<file path="src/rtl/biu_settings.svh">
`ifndef BIU_SETTINGS_SVH
`define BIU_SETTINGS_SVH

// Bus widths
`define BIU_ADDR_W     32
`define BIU_DATA_W     32
`define BIU_ID_W       4
`define BIU_LEN_W      8

// Words per instruction line fill
`define BIU_IFU_BEATS  4

// Largest LSU write burst the buffer holds
`define BIU_WR_DEPTH   4

// AXI IDs per requester
`define BIU_IFU_ID     0
`define BIU_LSU_ID     1

`endif

</file>
<file path="src/rtl/biu_pkg.sv">
`include "biu_settings.svh"

package biu_pkg;

   typedef logic [`BIU_ADDR_W-1:0]   addr_t;
   typedef logic [`BIU_DATA_W-1:0]   data_t;
   typedef logic [`BIU_DATA_W/8-1:0] strb_t;
   typedef logic [`BIU_ID_W-1:0]     axi_id_t;
   typedef logic [`BIU_LEN_W-1:0]    axi_len_t;
   typedef logic [1:0]               axi_resp_t;

   // Shared by AR and AW
   typedef struct packed {
      axi_id_t  id;
      addr_t    addr;
      axi_len_t len;
   } axi_a_t;

   typedef struct packed {
      data_t data;
      strb_t strb;
      logic  last;
   } axi_w_t;

   typedef struct packed {
      axi_id_t   id;
      data_t     data;
      axi_resp_t resp;
      logic      last;
   } axi_r_t;

   typedef struct packed {
      axi_id_t   id;
      axi_resp_t resp;
   } axi_b_t;

   typedef enum logic [1:0] {RD_IDLE, RD_ADDR, RD_DATA} rd_state_e;

   typedef enum logic [1:0] {WR_FILL, WR_ADDR, WR_DATA, WR_RESP} wr_state_e;

endpackage

</file>
<file path="src/rtl/biu_rd_arb.sv">
`include "biu_settings.svh"

module biu_rd_arb (
   input  logic            clk,
   input  logic            reset,

   input  logic            ifu_rd_req,
   input  biu_pkg::addr_t  ifu_rd_addr,
   input  logic            lsu_rd_req,
   input  biu_pkg::addr_t  lsu_rd_addr,

   input  logic            rd_free,
   input  logic            rd_issued,

   output logic            ifu_rd_ack,
   output logic            lsu_rd_ack,
   output logic            rd_pending,
   output biu_pkg::axi_a_t rd_beat
);

   // High when the IFU won the previous grant
   logic last_ifu;
   logic grant;
   logic pick_ifu;

   assign grant    = rd_free && (ifu_rd_req || lsu_rd_req);
   assign pick_ifu = ifu_rd_req && (!lsu_rd_req || !last_ifu);

   always_ff @(posedge clk) begin
      if (reset) begin
         ifu_rd_ack <= 1'b0;
         lsu_rd_ack <= 1'b0;
         rd_pending <= 1'b0;
         last_ifu   <= 1'b0;
      end else begin
         ifu_rd_ack <= grant && pick_ifu;
         lsu_rd_ack <= grant && !pick_ifu;
         if (grant) begin
            rd_pending <= 1'b1;
            last_ifu   <= pick_ifu;
         end else if (rd_issued) begin
            rd_pending <= 1'b0;
         end
      end
   end

   // Address beat held until the next grant
   always_ff @(posedge clk) begin
      if (grant) begin
         if (pick_ifu) begin
            rd_beat.id   <= biu_pkg::axi_id_t'(`BIU_IFU_ID);
            rd_beat.addr <= ifu_rd_addr;
            rd_beat.len  <= biu_pkg::axi_len_t'(`BIU_IFU_BEATS - 1);
         end else begin
            rd_beat.id   <= biu_pkg::axi_id_t'(`BIU_LSU_ID);
            rd_beat.addr <= lsu_rd_addr;
            rd_beat.len  <= '0;
         end
      end
   end

   // One requester acked at a time, and only with a read waiting to issue
   a_one_ack: assert property (@(posedge clk) disable iff (reset)
      (ifu_rd_ack || lsu_rd_ack) |-> !(ifu_rd_ack && lsu_rd_ack) && rd_pending);

endmodule

</file>
<file path="src/rtl/biu_wr_buf.sv">
`include "biu_settings.svh"

module biu_wr_buf (
   input  logic            clk,
   input  logic            reset,

   input  logic            lsu_wr_req,
   input  biu_pkg::addr_t  lsu_wr_addr,
   input  biu_pkg::data_t  lsu_wr_data,
   input  biu_pkg::strb_t  lsu_wr_strb,
   input  logic            lsu_wr_last,

   input  logic            fill_en,
   input  logic            w_pop,

   output logic            lsu_wr_ack,
   output logic            burst_done,
   output biu_pkg::axi_a_t wr_beat,
   output biu_pkg::axi_w_t w_beat
);

   localparam int PTR_W = $clog2(`BIU_WR_DEPTH);
   localparam int CNT_W = $clog2(`BIU_WR_DEPTH + 1);

   biu_pkg::data_t   data_mem [`BIU_WR_DEPTH];
   biu_pkg::strb_t   strb_mem [`BIU_WR_DEPTH];
   biu_pkg::addr_t   first_addr;
   logic [CNT_W-1:0] count;
   logic [PTR_W-1:0] rd_ptr;

   assign lsu_wr_ack = fill_en && lsu_wr_req && (count < CNT_W'(`BIU_WR_DEPTH));
   assign burst_done = lsu_wr_ack && lsu_wr_last;

   always_ff @(posedge clk) begin
      if (reset) begin
         count  <= '0;
         rd_ptr <= '0;
      end else if (lsu_wr_ack) begin
         count <= count + 1'b1;
      end else if (w_pop) begin
         if (w_beat.last) begin
            count  <= '0;
            rd_ptr <= '0;
         end else begin
            rd_ptr <= rd_ptr + 1'b1;
         end
      end
   end

   always_ff @(posedge clk) begin
      if (lsu_wr_ack) begin
         data_mem[count[PTR_W-1:0]] <= lsu_wr_data;
         strb_mem[count[PTR_W-1:0]] <= lsu_wr_strb;
         // Burst address comes from the first beat
         if (count == '0) begin
            first_addr <= lsu_wr_addr;
         end
      end
   end

   assign wr_beat.id   = biu_pkg::axi_id_t'(`BIU_LSU_ID);
   assign wr_beat.addr = first_addr;
   assign wr_beat.len  = biu_pkg::axi_len_t'(count - 1'b1);

   assign w_beat.data = data_mem[rd_ptr];
   assign w_beat.strb = strb_mem[rd_ptr];
   assign w_beat.last = (CNT_W'(rd_ptr) + 1'b1) == count;

   // LSU burst must end with last before the buffer is full
   a_no_overflow: assert property (@(posedge clk) disable iff (reset)
      fill_en |-> count < CNT_W'(`BIU_WR_DEPTH));

endmodule

</file>
<file path="src/rtl/biu_rdata_route.sv">
`include "biu_settings.svh"

module biu_rdata_route (
   input  logic            clk,
   input  logic            reset,

   input  logic            r_fire,
   input  biu_pkg::axi_r_t r_beat,
   input  logic            ifu_cancel,
   input  logic            ifu_busy,

   output logic            ifu_data_valid,
   output logic            lsu_data_valid,
   output biu_pkg::data_t  rdata
);

   logic cancel_flag;
   logic is_ifu;
   logic is_lsu;
   logic drop_ifu;

   assign is_ifu   = r_beat.id == biu_pkg::axi_id_t'(`BIU_IFU_ID);
   assign is_lsu   = r_beat.id == biu_pkg::axi_id_t'(`BIU_LSU_ID);
   // A cancel in the same cycle already drops the beat
   assign drop_ifu = cancel_flag || (ifu_cancel && ifu_busy);

   always_ff @(posedge clk) begin
      if (reset) begin
         cancel_flag <= 1'b0;
      end else if (!ifu_busy) begin
         cancel_flag <= 1'b0;
      end else if (ifu_cancel) begin
         cancel_flag <= 1'b1;
      end
   end

   always_ff @(posedge clk) begin
      if (reset) begin
         ifu_data_valid <= 1'b0;
         lsu_data_valid <= 1'b0;
      end else begin
         ifu_data_valid <= r_fire && is_ifu && !drop_ifu;
         lsu_data_valid <= r_fire && is_lsu;
      end
   end

   always_ff @(posedge clk) begin
      if (r_fire) begin
         rdata <= r_beat.data;
      end
   end

endmodule

</file>
<file path="src/rtl/biu_axi_ctrl.sv">
`include "biu_settings.svh"

module biu_axi_ctrl (
   input  logic            clk,
   input  logic            reset,

   // Read side
   input  logic            rd_pending,
   input  biu_pkg::axi_a_t rd_beat,
   output logic            rd_free,
   output logic            rd_issued,
   output logic            ifu_busy,

   input  logic            ar_ready,
   output logic            ar_valid,
   output biu_pkg::axi_a_t ar_beat,

   input  logic            r_valid,
   input  biu_pkg::axi_r_t r_beat,
   output logic            r_ready,
   output logic            r_fire,

   // Write side
   input  logic            burst_done,
   input  biu_pkg::axi_a_t wr_beat,
   input  biu_pkg::axi_w_t w_beat,
   output logic            fill_en,
   output logic            w_pop,

   input  logic            aw_ready,
   output logic            aw_valid,
   output biu_pkg::axi_a_t aw_beat,

   input  logic            w_ready,
   output logic            w_valid,
   output biu_pkg::axi_w_t w_out,

   input  logic            b_valid,
   input  biu_pkg::axi_b_t b_beat,
   output logic            b_ready
);

   biu_pkg::rd_state_e rd_state;
   biu_pkg::rd_state_e rd_next;
   biu_pkg::wr_state_e wr_state;
   biu_pkg::wr_state_e wr_next;
   logic               b_done;

   always_ff @(posedge clk) begin
      if (reset) begin
         rd_state <= biu_pkg::RD_IDLE;
         wr_state <= biu_pkg::WR_FILL;
      end else begin
         rd_state <= rd_next;
         wr_state <= wr_next;
      end
   end

   always_comb begin
      rd_next = rd_state;
      case (rd_state)
         biu_pkg::RD_IDLE: begin
            if (rd_pending) begin
               rd_next = biu_pkg::RD_ADDR;
            end
         end
         biu_pkg::RD_ADDR: begin
            if (ar_ready) begin
               rd_next = biu_pkg::RD_DATA;
            end
         end
         biu_pkg::RD_DATA: begin
            if (r_fire && r_beat.last) begin
               rd_next = biu_pkg::RD_IDLE;
            end
         end
         default: rd_next = biu_pkg::RD_IDLE;
      endcase
   end

   // Nothing granted until the previous read has fully drained
   assign rd_free   = (rd_state == biu_pkg::RD_IDLE) && !rd_pending;
   assign ar_valid  = rd_state == biu_pkg::RD_ADDR;
   assign ar_beat   = rd_beat;
   assign rd_issued = ar_valid && ar_ready;
   assign r_ready   = rd_state == biu_pkg::RD_DATA;
   assign r_fire    = r_valid && r_ready;

   // Covers the window from ack to the last beat
   assign ifu_busy = (rd_beat.id == biu_pkg::axi_id_t'(`BIU_IFU_ID))
                     && (rd_pending || rd_state != biu_pkg::RD_IDLE);

   always_comb begin
      wr_next = wr_state;
      case (wr_state)
         biu_pkg::WR_FILL: begin
            if (burst_done) begin
               wr_next = biu_pkg::WR_ADDR;
            end
         end
         biu_pkg::WR_ADDR: begin
            if (aw_ready) begin
               wr_next = biu_pkg::WR_DATA;
            end
         end
         biu_pkg::WR_DATA: begin
            if (w_pop && w_beat.last) begin
               wr_next = biu_pkg::WR_RESP;
            end
         end
         biu_pkg::WR_RESP: begin
            if (b_done) begin
               wr_next = biu_pkg::WR_FILL;
            end
         end
         default: wr_next = biu_pkg::WR_FILL;
      endcase
   end

   assign fill_en  = wr_state == biu_pkg::WR_FILL;
   assign aw_valid = wr_state == biu_pkg::WR_ADDR;
   assign aw_beat  = wr_beat;
   assign w_valid  = wr_state == biu_pkg::WR_DATA;
   assign w_out    = w_beat;
   assign w_pop    = w_valid && w_ready;
   assign b_ready  = wr_state == biu_pkg::WR_RESP;
   // Only the LSU writes, so only its ID closes a burst
   assign b_done   = b_valid && b_ready && (b_beat.id == biu_pkg::axi_id_t'(`BIU_LSU_ID));

   a_ar_stable: assert property (@(posedge clk) disable iff (reset)
      ar_valid && !ar_ready |=> ar_valid && $stable(ar_beat));

   a_r_last_in_data: assert property (@(posedge clk) disable iff (reset)
      r_valid && r_beat.last |-> rd_state == biu_pkg::RD_DATA);

endmodule

</file>
<file path="src/rtl/biu_top.sv">
module biu_top (
   input  logic            clk,
   input  logic            reset,

   // IFU
   input  logic            ifu_rd_req,
   input  biu_pkg::addr_t  ifu_rd_addr,
   input  logic            ifu_cancel,
   output logic            ifu_rd_ack,
   output logic            ifu_data_valid,
   output biu_pkg::data_t  ifu_data,

   // LSU reads
   input  logic            lsu_rd_req,
   input  biu_pkg::addr_t  lsu_rd_addr,
   output logic            lsu_rd_ack,
   output logic            lsu_data_valid,
   output biu_pkg::data_t  lsu_data,

   // LSU writes
   input  logic            lsu_wr_req,
   input  biu_pkg::addr_t  lsu_wr_addr,
   input  biu_pkg::data_t  lsu_wr_data,
   input  biu_pkg::strb_t  lsu_wr_strb,
   input  logic            lsu_wr_last,
   output logic            lsu_wr_ack,

   // AXI manager
   output logic            ar_valid,
   input  logic            ar_ready,
   output biu_pkg::axi_a_t ar_beat,
   input  logic            r_valid,
   output logic            r_ready,
   input  biu_pkg::axi_r_t r_beat,
   output logic            aw_valid,
   input  logic            aw_ready,
   output biu_pkg::axi_a_t aw_beat,
   output logic            w_valid,
   input  logic            w_ready,
   output biu_pkg::axi_w_t w_beat,
   input  logic            b_valid,
   output logic            b_ready,
   input  biu_pkg::axi_b_t b_beat
);

   logic            rd_free;
   logic            rd_issued;
   logic            rd_pending;
   biu_pkg::axi_a_t rd_beat;
   logic            r_fire;
   logic            ifu_busy;
   logic            fill_en;
   logic            w_pop;
   logic            burst_done;
   biu_pkg::axi_a_t wr_beat;
   biu_pkg::axi_w_t buf_w_beat;
   biu_pkg::data_t  rdata;

   biu_rd_arb u_rd_arb (
      .clk         (clk),
      .reset       (reset),
      .ifu_rd_req  (ifu_rd_req),
      .ifu_rd_addr (ifu_rd_addr),
      .lsu_rd_req  (lsu_rd_req),
      .lsu_rd_addr (lsu_rd_addr),
      .rd_free     (rd_free),
      .rd_issued   (rd_issued),
      .ifu_rd_ack  (ifu_rd_ack),
      .lsu_rd_ack  (lsu_rd_ack),
      .rd_pending  (rd_pending),
      .rd_beat     (rd_beat)
   );

   biu_wr_buf u_wr_buf (
      .clk         (clk),
      .reset       (reset),
      .lsu_wr_req  (lsu_wr_req),
      .lsu_wr_addr (lsu_wr_addr),
      .lsu_wr_data (lsu_wr_data),
      .lsu_wr_strb (lsu_wr_strb),
      .lsu_wr_last (lsu_wr_last),
      .fill_en     (fill_en),
      .w_pop       (w_pop),
      .lsu_wr_ack  (lsu_wr_ack),
      .burst_done  (burst_done),
      .wr_beat     (wr_beat),
      .w_beat      (buf_w_beat)
   );

   biu_rdata_route u_rdata_route (
      .clk            (clk),
      .reset          (reset),
      .r_fire         (r_fire),
      .r_beat         (r_beat),
      .ifu_cancel     (ifu_cancel),
      .ifu_busy       (ifu_busy),
      .ifu_data_valid (ifu_data_valid),
      .lsu_data_valid (lsu_data_valid),
      .rdata          (rdata)
   );

   biu_axi_ctrl u_axi_ctrl (
      .clk        (clk),
      .reset      (reset),
      .rd_pending (rd_pending),
      .rd_beat    (rd_beat),
      .rd_free    (rd_free),
      .rd_issued  (rd_issued),
      .ifu_busy   (ifu_busy),
      .ar_ready   (ar_ready),
      .ar_valid   (ar_valid),
      .ar_beat    (ar_beat),
      .r_valid    (r_valid),
      .r_beat     (r_beat),
      .r_ready    (r_ready),
      .r_fire     (r_fire),
      .burst_done (burst_done),
      .wr_beat    (wr_beat),
      .w_beat     (buf_w_beat),
      .fill_en    (fill_en),
      .w_pop      (w_pop),
      .aw_ready   (aw_ready),
      .aw_valid   (aw_valid),
      .aw_beat    (aw_beat),
      .w_ready    (w_ready),
      .w_valid    (w_valid),
      .w_out      (w_beat),
      .b_valid    (b_valid),
      .b_beat     (b_beat),
      .b_ready    (b_ready)
   );

   // Both requesters share the one read data register
   assign ifu_data = rdata;
   assign lsu_data = rdata;

endmodule

</file>
<file path="config.mk">
export PLATFORM = sky130hd
export DESIGN_NAME = biu_top
export DESIGN_NICKNAME = d
export VERILOG_FILES = /design/src/rtl/biu_pkg.sv /design/src/rtl/biu_rd_arb.sv /design/src/rtl/biu_wr_buf.sv /design/src/rtl/biu_rdata_route.sv /design/src/rtl/biu_axi_ctrl.sv /design/src/rtl/biu_top.sv
export VERILOG_INCLUDE_DIRS = /design/src /design/src/rtl
export SDC_FILE = /design/constraint.sdc
export NUM_CORES = 1
export LEC_CHECK = 0
export BUFFER_PORTS_ARGS = -buffer_cell sky130_fd_sc_hd__buf_2
export CAP_MARGIN = 20
export CORE_MARGIN = 5
export CORE_UTILIZATION = 50
export CTS_BUF_LIST = sky130_fd_sc_hd__clkbuf_4
export CTS_CLUSTER_DIAMETER = 120
export DETAILED_ROUTE_END_ITERATION = 10
export GPL_TIMING_DRIVEN = 0
export PLACE_DENSITY = 0.81
export RECOVER_POWER = 50
export SETUP_SLACK_MARGIN = 0.05
export SLEW_MARGIN = 20
export SYNTH_ARGS = -nofsm -noshare
export SYNTH_HDL_FRONTEND = slang
export SYNTH_SLANG_ARGS = --single-unit
</file>
<file path="constraint.sdc">
create_clock -name clk -period 2.7 [get_ports clk]
set_input_delay 0.54 -clock clk [delete_from_list [all_inputs] [get_ports clk]]
set_output_delay 0.54 -clock clk [all_outputs]
set_load 0.01 [all_outputs]
</file>
# == After elaboration in Yosys (flattened, before gate mapping) ==
# Memories as Yosys holds them, arrays and structs flattened. A register that Yosys moved wholly into a read port is not among the register bits.
# Index checks and enable logic that the tools add are counted.
# word_totals
input_bits,189
ff_bits,124
mem_count,2
ram_bits,144
# mem_list
name,words,width,rd,rd_clocked_by_memory_dff,wr,line_no,rtl
u_wr_buf.data_mem,4,32,1,1,1,biu_wr_buf.sv:25,biu_pkg::data_t data_mem [`BIU_WR_DEPTH];
u_wr_buf.strb_mem,4,4,1,1,1,biu_wr_buf.sv:26,biu_pkg::strb_t strb_mem [`BIU_WR_DEPTH];
# classes
n_bitwise,2
magnitude_cmp,1
eq_ne,15
n_addsub,4
n_reduce_logical,44
n_mux,22
# op_table
op,count
$mux W41,1
$mux W2,12
$logic_and A1 B1 Y1,20
$ne A2 B2 Y1 const B,6
$mux W3,3
$eq A4 B1 Y1 const B,2
$logic_not A4 Y1,2
$pmux W2 S4,1
$reduce_bool A2 Y1,4
$eq A2 B2 Y1 const B,3
$pmux W2 S3,1
$reduce_and A2 Y1,3
$logic_not A1 Y1,5
$eq A2 B1 Y1 const B,2
$logic_not A2 Y1,2
$logic_or A1 B1 Y1,4
$mux W1,4
$reduce_and A4 Y1,1
$sub A3 B1 Y4 const B,1
$add A2 B1 Y3 const B,1
$add A3 B1 Y3 const B,1
$eq A3 B3 Y1,1
$logic_not A3 Y1,1
$lt A3 B3 Y1 const B,1
other kinds (5),6

# == Longest topological paths before layout ==
# Gate-level depths: netlist of run 1.
# depth
ltp_word,7
mapped_depth,7
depth_no_buf,7

# == Cells and area by module ==
# A second synthesis of run 1 with hierarchy kept.
# unflattened
cells_unflattened,608
hier_area_um2,11013.1
# by_module_without_submodules
mod,seq_area_each_um2,cells_per_inst,area_each_um2,n_inst
biu_wr_buf,5425.2,278,6700.2,1
biu_rd_arb,1101.1,96,1767.9,1
biu_axi_ctrl,80.1,161,1239.9,1
biu_rdata_route,1021.0,41,1064.8,1
biu_top,0.0,32,240.2,1

# == Least setup slack after synthesis of run 1 ==
# Ideal clock, no wire load.
# synth_path
kind,register to register
start,register u_axi_ctrl.wr_state[0]
end,memory u_wr_buf.data_mem[3][0] (netlist bit) (enable)
required_ps,2302
path_stages_with_launch,6
period_less_slack_ps,2173
n_path_buf,0
arrival_time_ps,1775
setup_ps,398
slack_ps,527
path_cell_list,dfxtp_1 inv_1 ha_1 nand3b_1 inv_2 and2_1
# synth_via
elab_chain_cells,5
# synth_lines
element,line_no,rtl
"start, declared",biu_axi_ctrl.sv:45,biu_pkg::wr_state_e wr_state;
"start signal, assigned",biu_axi_ctrl.sv:52,wr_state <= biu_pkg::WR_FILL;
"start signal, assigned",biu_axi_ctrl.sv:55,wr_state <= wr_next;
$logic_not A2 Y1,biu_axi_ctrl.sv:120,assign fill_en = wr_state == biu_pkg::WR_FILL;
$logic_and A1 B1 Y1 (2 in a row),biu_wr_buf.sv:31,assign lsu_wr_ack = fill_en && lsu_wr_req && (count < CNT_W'(`BIU_WR_DEPTH));
net lsu_wr_ack,biu_top.sv:26,"output logic lsu_wr_ack,"
$mux W1,biu_wr_buf.sv:51,if (lsu_wr_ack) begin
$mux W1 (implied by the code),biu_wr_buf.sv:52,data_mem[count[PTR_W-1:0]] <= lsu_wr_data;
"end, declared",biu_wr_buf.sv:25,
# The timed path passes the listed nets, and every way through them passes these cells.

==> results of run 1 <==
[repair_timing]
action                     4_1_cts  5_1_grt
gates cloned                     0        0
gates resized for setup         11        8
setup buffers                    0        0
setup endpoints to repair       30       30
[layout make-up]
| type | instances | share of cell area [%] |
|---|---|---|
| clock inverter | 16 | 0.957 |
| inverter | 10 | 0.290 |
| clock buffer | 103 | 5.98 |
| buffer | 61 | 3.71 |
| sequential | 260 | 58.9 |
| antenna | 1 | 0.0193 |
| timing repair buffer | 374 | 13.9 |
| multi-input combinational | 159 | 13.7 |
| tap | 265 | 2.56 |
[power groups by stage]
stage	combinational [uW]	clock (uW)	sequential, uW
finish	2050	3470	5260
global route	2240	3820	5310
CTS	2150	3570	5260
detailed placement	2130	0	5340
global placement	2010	0	5340
floorplan	1020	0	5450
[state kept, by name (all words and copies together) (netlist names), named ones only]
name,flops
u_wr_buf.data_mem,128
u_rd_arb.rd_beat,34
u_rdata_route.rdata,32
u_wr_buf.first_addr,32
u_wr_buf.strb_mem,16
u_wr_buf.count,3
u_axi_ctrl.rd_state,2
u_axi_ctrl.wr_state,2
u_wr_buf.rd_ptr,2
u_rd_arb.ifu_rd_ack,1
u_rd_arb.last_ifu,1
u_rd_arb.lsu_rd_ack,1
u_rd_arb.rd_pending,1
u_rdata_route.cancel_flag,1
u_rdata_route.ifu_data_valid,1
u_rdata_route.lsu_data_valid,1
[critical path, delay by kind of cell, from the launching register on]
| kind | cells | cell delay (ns) |
|---|---|---|
| buffers and inverters | 2 | 0.51 |
| flip-flops | 1 | 0.49 |
| multiplexers | 1 | 0.38 |
[worst min path at each step]
stage | slack, ns | end
6_report | 0.09 | u_rdata_route.rdata[5]
3_3_place_gp | 0.43 | u_rdata_route.ifu_data_valid
4_1_cts | 0.01 | u_rdata_route.rdata[5]
5_1_grt | 0.002 | u_rdata_route.rdata[5]
2_1_floorplan | 0.40 | u_rdata_route.ifu_data_valid
3_5_place_dp | 0.43 | u_rdata_route.ifu_data_valid
[through the flow]
stage / utilization (%) / worst slack (ns) / std cells / setup TNS (ns)
final: 66.7 / 0.163 / 1249 / 0
after global routing: 66.7 / 0.0305 / 1249 / 0
after CTS: 67.3 / 0.0367 / 1248 / 0
after detailed placement: 62.6 / 0.246 / 1130 / 0
after global placement: 62.1 / -0.139 / 1126 / -14.55
after floorplan: - / 0.527 / 491 / 0
[cell usage in the layout, fill, tap and decap left out, types with 11 or more instances in the layout]
cell type	Yosys	layout
clkbuf_4	0	103
buf_2	4	254
nand2_1	12	12
conb_1	2	13
mux2_1	22	22
edfxtp_1	242	242
dfxtp_1	18	17
clkbuf_1	7	121
ha_1	11	11
mux4_2	36	36
buf_4	50	50
[per-layer routing]
metal	part of all wire (%)	wire (um)	vias up
met3	9.6	2310	50
met2	52	12500	278
met5	0.029	7	-
li1	-	-	2780
met4	2.3	558	2
met1	36	8720	2964
[logic make-up (layout without fill, tap and decap cells)]
logic type                 count (synthesis)  in the layout
AOI/OAI and AO/OA                         16             16
muxes                                     69             69
adders and majority gates                 11             11
other                                      2             14
and+or+nand+nor                           46             46
xor gates and xnor gates                   4              4
DFF                                      260            260
buffers and inverters                     72            564
==> results.cfg, run 1 <==
[global_route]
antenna_found_initial = 2
use_met3_pct = 7.92
grt_pass1_vias = 6496
met2_usage_pct = 34.4
grt_use_total_pct = 21.0
grt_pass1_wl_mm = 35.5
top_usage_layer = met2
grt-ovfl-total = 0
grt_max_degree = 35
grt_use_met1_pct = 25.5

[routing]
drc_errors = 0
vias = 6074
wire_per_inst_um = 19.3
viasPerCell = 4.86
ant_nets = 0
routed_wl_mm = 24.1
drtIter0Drc = 316
firstDrtPassIters = 5

[critical_path]
critPathCapture = w_beat[16]
arrival_ns = 2.00
critPathKind = flip-flop to output pin
slowest_delay_ns = 0.49
slowest_stage = dfxtp_2
path_max_fanout = 10
cp_cell_sequence = clkbuf_2, mux4_2, buf_2
startpoint_type = flip-flop
r2r_slack_ns = 0.41
crit_path_end_kind = output pin
reg2regPathDepth = 6
r2r_start = u_axi_ctrl.wr_state[0]
r2r_end = u_wr_buf.data_mem[1][30]
required_ns = 2.16

[status]
status = finished, final reports clean

[logic_synthesis]
synthCells = 480
synth_mux_area_share_pct = 12.0
yosys_warnings = 0
async_flop_share_pct = 0
ys_ff_latch = 260
avgSynthCellArea_um2 = 20.5
synth-simple-area-share_pct = 2.51
synth_top_area_cell = edfxtp_1
ys_top_cells_by_count = 242 x edfxtp_1, 50 x buf_4, 36 x mux4_2, 22 x mux2_1, 18 x dfxtp_1
synth-compound-area-share_pct = 1.15
synth_xor_area_share_pct = 0.433
synthesis.area_mm2 = 0.00982
synthFlopType = edfxtp_1
synth_cell_types = 39
synth_top_family_by_area = multiplexers
synthAdderAreaFrac_pct = 1.40
ys_seq_area_share_pct = 77.7
yosys-top-cells-area = edfxtp_1 74%, mux4_2 8.3%, buf_4 3.8%
yosysMostFrequentCell = edfxtp_1
synth_top_area_share_pct = 74.0
synth-edff-count = 242

[pwr]
vdd_ir_drop_max_mv = 0.553
fin_total_pwr_uw = 10800
comb_power_share_pct = 19.0
p_leak_uw = 0.00502
p_int_uw = 7890
netSwitchingFraction_pct = 26.8
p_switching_uw = 2890
seqPwrFrac_pct = 48.8
p_clk_share_pct = 32.2
p_per_area_mw_per_mm2 = 833

[job]
maxCapViolCount = 0

[clocking]
htree_levels = 3
cts_sinks = 260
postCtsHoldBufs = 0
root_buffer = clkbuf_4
clk_latency_ns = 0.63
cts_made_buffers = 68
path_clk_slew_ns = 0.07
cts_max_path_buffers = 3
cts_tree = built

[floorplanning]
pin_count = 388
start_util_pct = 50.6
die_h_um = 150
row_count = 51
core_area_mm2 = 0.0194
die_w_um = 150
dieArea_mm2 = 0.0225

[timing]
fin_crit_ns = 2.54
hold_viol = 0
drv_slew = 0
fin_crit_sh_pct = 93.9
max_freq_mhz = 394
worst_pin_slew_ns = 0.814
grt_setup_unrepaired = yes
slew_headroom_pct = 45.7
fin_hold_ws_ns = 0.0870
finalSetupViolations = 0
final.setup_skew_ns = 0.0488

[min_path]
hp-start = r_beat[8]
whs_path_depth = 1
hp-class = input port to flip-flop

[layout]
seq_area_mm2 = 0.00763
final_nets = 1134
nFillCells = 1434
syn2layout_area_growth_pct = 31.8
drive_above_1_share_pct = 48.7
final_cell_area_mm2 = 0.0129
multiInputGateArea_mm2 = 0.00177

[placement]
numPortBuffers = 370
placed_area_mm2 = 0.0121
post-dp-hpwl_mm = 17.8
gp_congestion = 0.873
No activity file was read; power rests on OpenSTA's default activity.
==> run 2: changes to the inputs <==
- CAP_MARGIN: 20 -> 10
- CORE_AREA: not set -> 2 2 152 154
- CORE_MARGIN: 5 -> not set
- CORE_UTILIZATION: 50 -> not set
- DIE_AREA: not set -> 0 0 154 156
- PLACE_DENSITY: 0.81 -> 0.72
==> run 2 against run 1 <==
Sequential share of layout area fell by 0.062 points. Worst hold slack got worse by 0.0086 ns. Maximum frequency rose by 0.60%. Utilization fell by 8.8 points. Count of clock-buffer cells in the layout rose by 1. Design area rose by 0.11%. Critical endpoint is now w_beat[6]. Register-to-register slack improved by 0.21 ns.
==> results.cfg, run 2 (synthesis gave the netlist of run 1 again) <==
[floorplanning]
die_w_um = 154
core_area_mm2 = 0.0224
dieArea_mm2 = 0.0240
die_h_um = 156
start_util_pct = 43.9
pin_count = 388
row_count = 55

[global_route]
grt-ovfl-total = 0
grt_pass1_vias = 6305
grt_max_degree = 35
grt_use_total_pct = 18.5
grt_pass1_wl_mm = 33.6
antenna_found_initial = 4

[routing]
vias = 6001
viasPerCell = 4.72
drtIter0Drc = 372
wire_per_inst_um = 18.0
wl_met3_mm = 1.80
drc_errors = 0
firstDrtPassIters = 5
topRoutingLayerUsed = met4
met1_length_mm = 8.26
wl_met2_mm = 12.3
ant_nets = 0
routed_wl_mm = 22.9

[clocking]
cts_tree = built
htree_levels = 3
cts_sinks = 260
cts_max_path_buffers = 3
postCtsHoldBufs = 0
clk_latency_ns = 0.63
path_clk_slew_ns = 0.08
cts_made_buffers = 69
cts_setup_buffers = 0
root_buffer = clkbuf_4

[critical_path]
startpoint_type = flip-flop
slowest_stage = mux4_2
r2r_start = u_wr_buf.rd_ptr[0]
cp.depth = 4
crit_top_cell = buf_12
critPathKind = flip-flop to output pin
arrival_ns = 1.98
crit_buf_inv = 3
required_ns = 2.16
r2r_slack_ns = 0.62
reg2regPathDepth = 5
cp_cell_sequence = buf_12, buf_12, mux4_2, buf_2
crit_path_end_kind = output pin
slowest_delay_ns = 0.51
path_max_fanout = 10
r2r_end = u_axi_ctrl.wr_state[1]
critPathCapture = w_beat[6]
critPathTopFamily = multiplexers

[layout]
nFillCells = 1815
finalNonFillerCells = 1271
drive_above_1_share_pct = 47.4
final_common_cell = edfxtp_1
final_cell_area_mm2 = 0.0130
syn2layout_area_growth_pct = 31.9
most-common-layout-cells = 242 x edfxtp_1, 237 x buf_2, 138 x clkbuf_1
largest_reg_flops = 128
final_nets = 1135

[timing]
fin_crit_ns = 2.52
hold_viol = 0
setup_slack_ns = 0.178
slew_headroom_pct = 45.6
grt_setup_unrepaired = no
drv_slew = 0
fin_crit_sh_pct = 93.4
finalSetupViolations = 0
worst_pin_slew_ns = 0.816
final.setup_skew_ns = 0.0242
max_freq_mhz = 397
setup_tns_ns = 0
fin_hold_ws_ns = 0.0784

[placement]
gp_congestion = 0.833
placed_area_mm2 = 0.0122
post-dp-hpwl_mm = 16.8
dp_worst_setup_slack_ns = 0.264
numPortBuffers = 370
dp.cells = 1150

[pwr]
p_per_area_mw_per_mm2 = 826
vdd_ir_drop_max_mv = 0.393
p_leak_uw = 0.00497

[min_path]
hp-class = input port to flip-flop

[status]
status = finished, final reports clean

[job]
maxCapViolCount = 0
-- run 2: final cells by class --
| type | count | area (um2) | share of cell area (%) |
|---|---|---|---|
| Timing Repair Buffer | 374 | 1790 | 13.8 |
| Buffer | 61 | 485 | 3.75 |
| Antenna cell | 3 | 7.51 | 0.0579 |
| Tap cell | 285 | 357 | 2.75 |
| Clock inverter | 15 | 88.8 | 0.686 |
| Inverter | 10 | 37.5 | 0.290 |
| Multi-Input combinational cell | 159 | 1780 | 13.7 |
| Clock buffer | 104 | 781 | 6.03 |
| Sequential cell | 260 | 7630 | 58.9 |
-- run 2: worst min-delay path by stage --
stage	startpoint	end	slack [ns]	cells past startpoint
3_5_place_dp	u_rdata_route.cancel_flag	u_rdata_route.ifu_data_valid	0.45	1
5_1_grt	r_beat[15]	u_rdata_route.rdata[12]	0.01	1
6_report	lsu_wr_addr[21]	u_wr_buf.first_addr[21]	0.08	1
2_1_floorplan	u_rdata_route.cancel_flag	u_rdata_route.ifu_data_valid	0.40	1
4_1_cts	lsu_wr_addr[29]	u_wr_buf.first_addr[29]	0.01	1
3_3_place_gp	u_rdata_route.cancel_flag	u_rdata_route.ifu_data_valid	0.42	1
-- run 2: timing repair --
item	CTS	global route
endpoints found under the hold margin	0	0
resized for setup	15	7
endpoints found under the setup margin	30	27
gates cloned	0	0
pin swaps	0	0
-- run 2: report_power, final --
part | total, uW | switching (uW) | internal (uW)
clock | 3380 | 1530 | 1850
combinational | 2050 | 1180 | 874
sequential | 5260 | 164 | 5100
total | 10700 | 2880 | 7820
-- run 2: per-layer routing --
metal  global-route usage, %  up-vias
met4                    7.79        0
li1                        -     2787
met2                    32.6      265
met5                       0        -
met1                    20.3     2904
met3                    6.58       45
-- run 2: stage by stage --
stage / total power, uW / util (%)
4_1_cts: 10900 / 58.5
3_3_place_gp: 7360 / 54.0
2_1_floorplan: 6460 / -
6_report: 10700 / 57.9
5_1_grt: 11200 / 57.9
3_5_place_dp: 7460 / 54.5
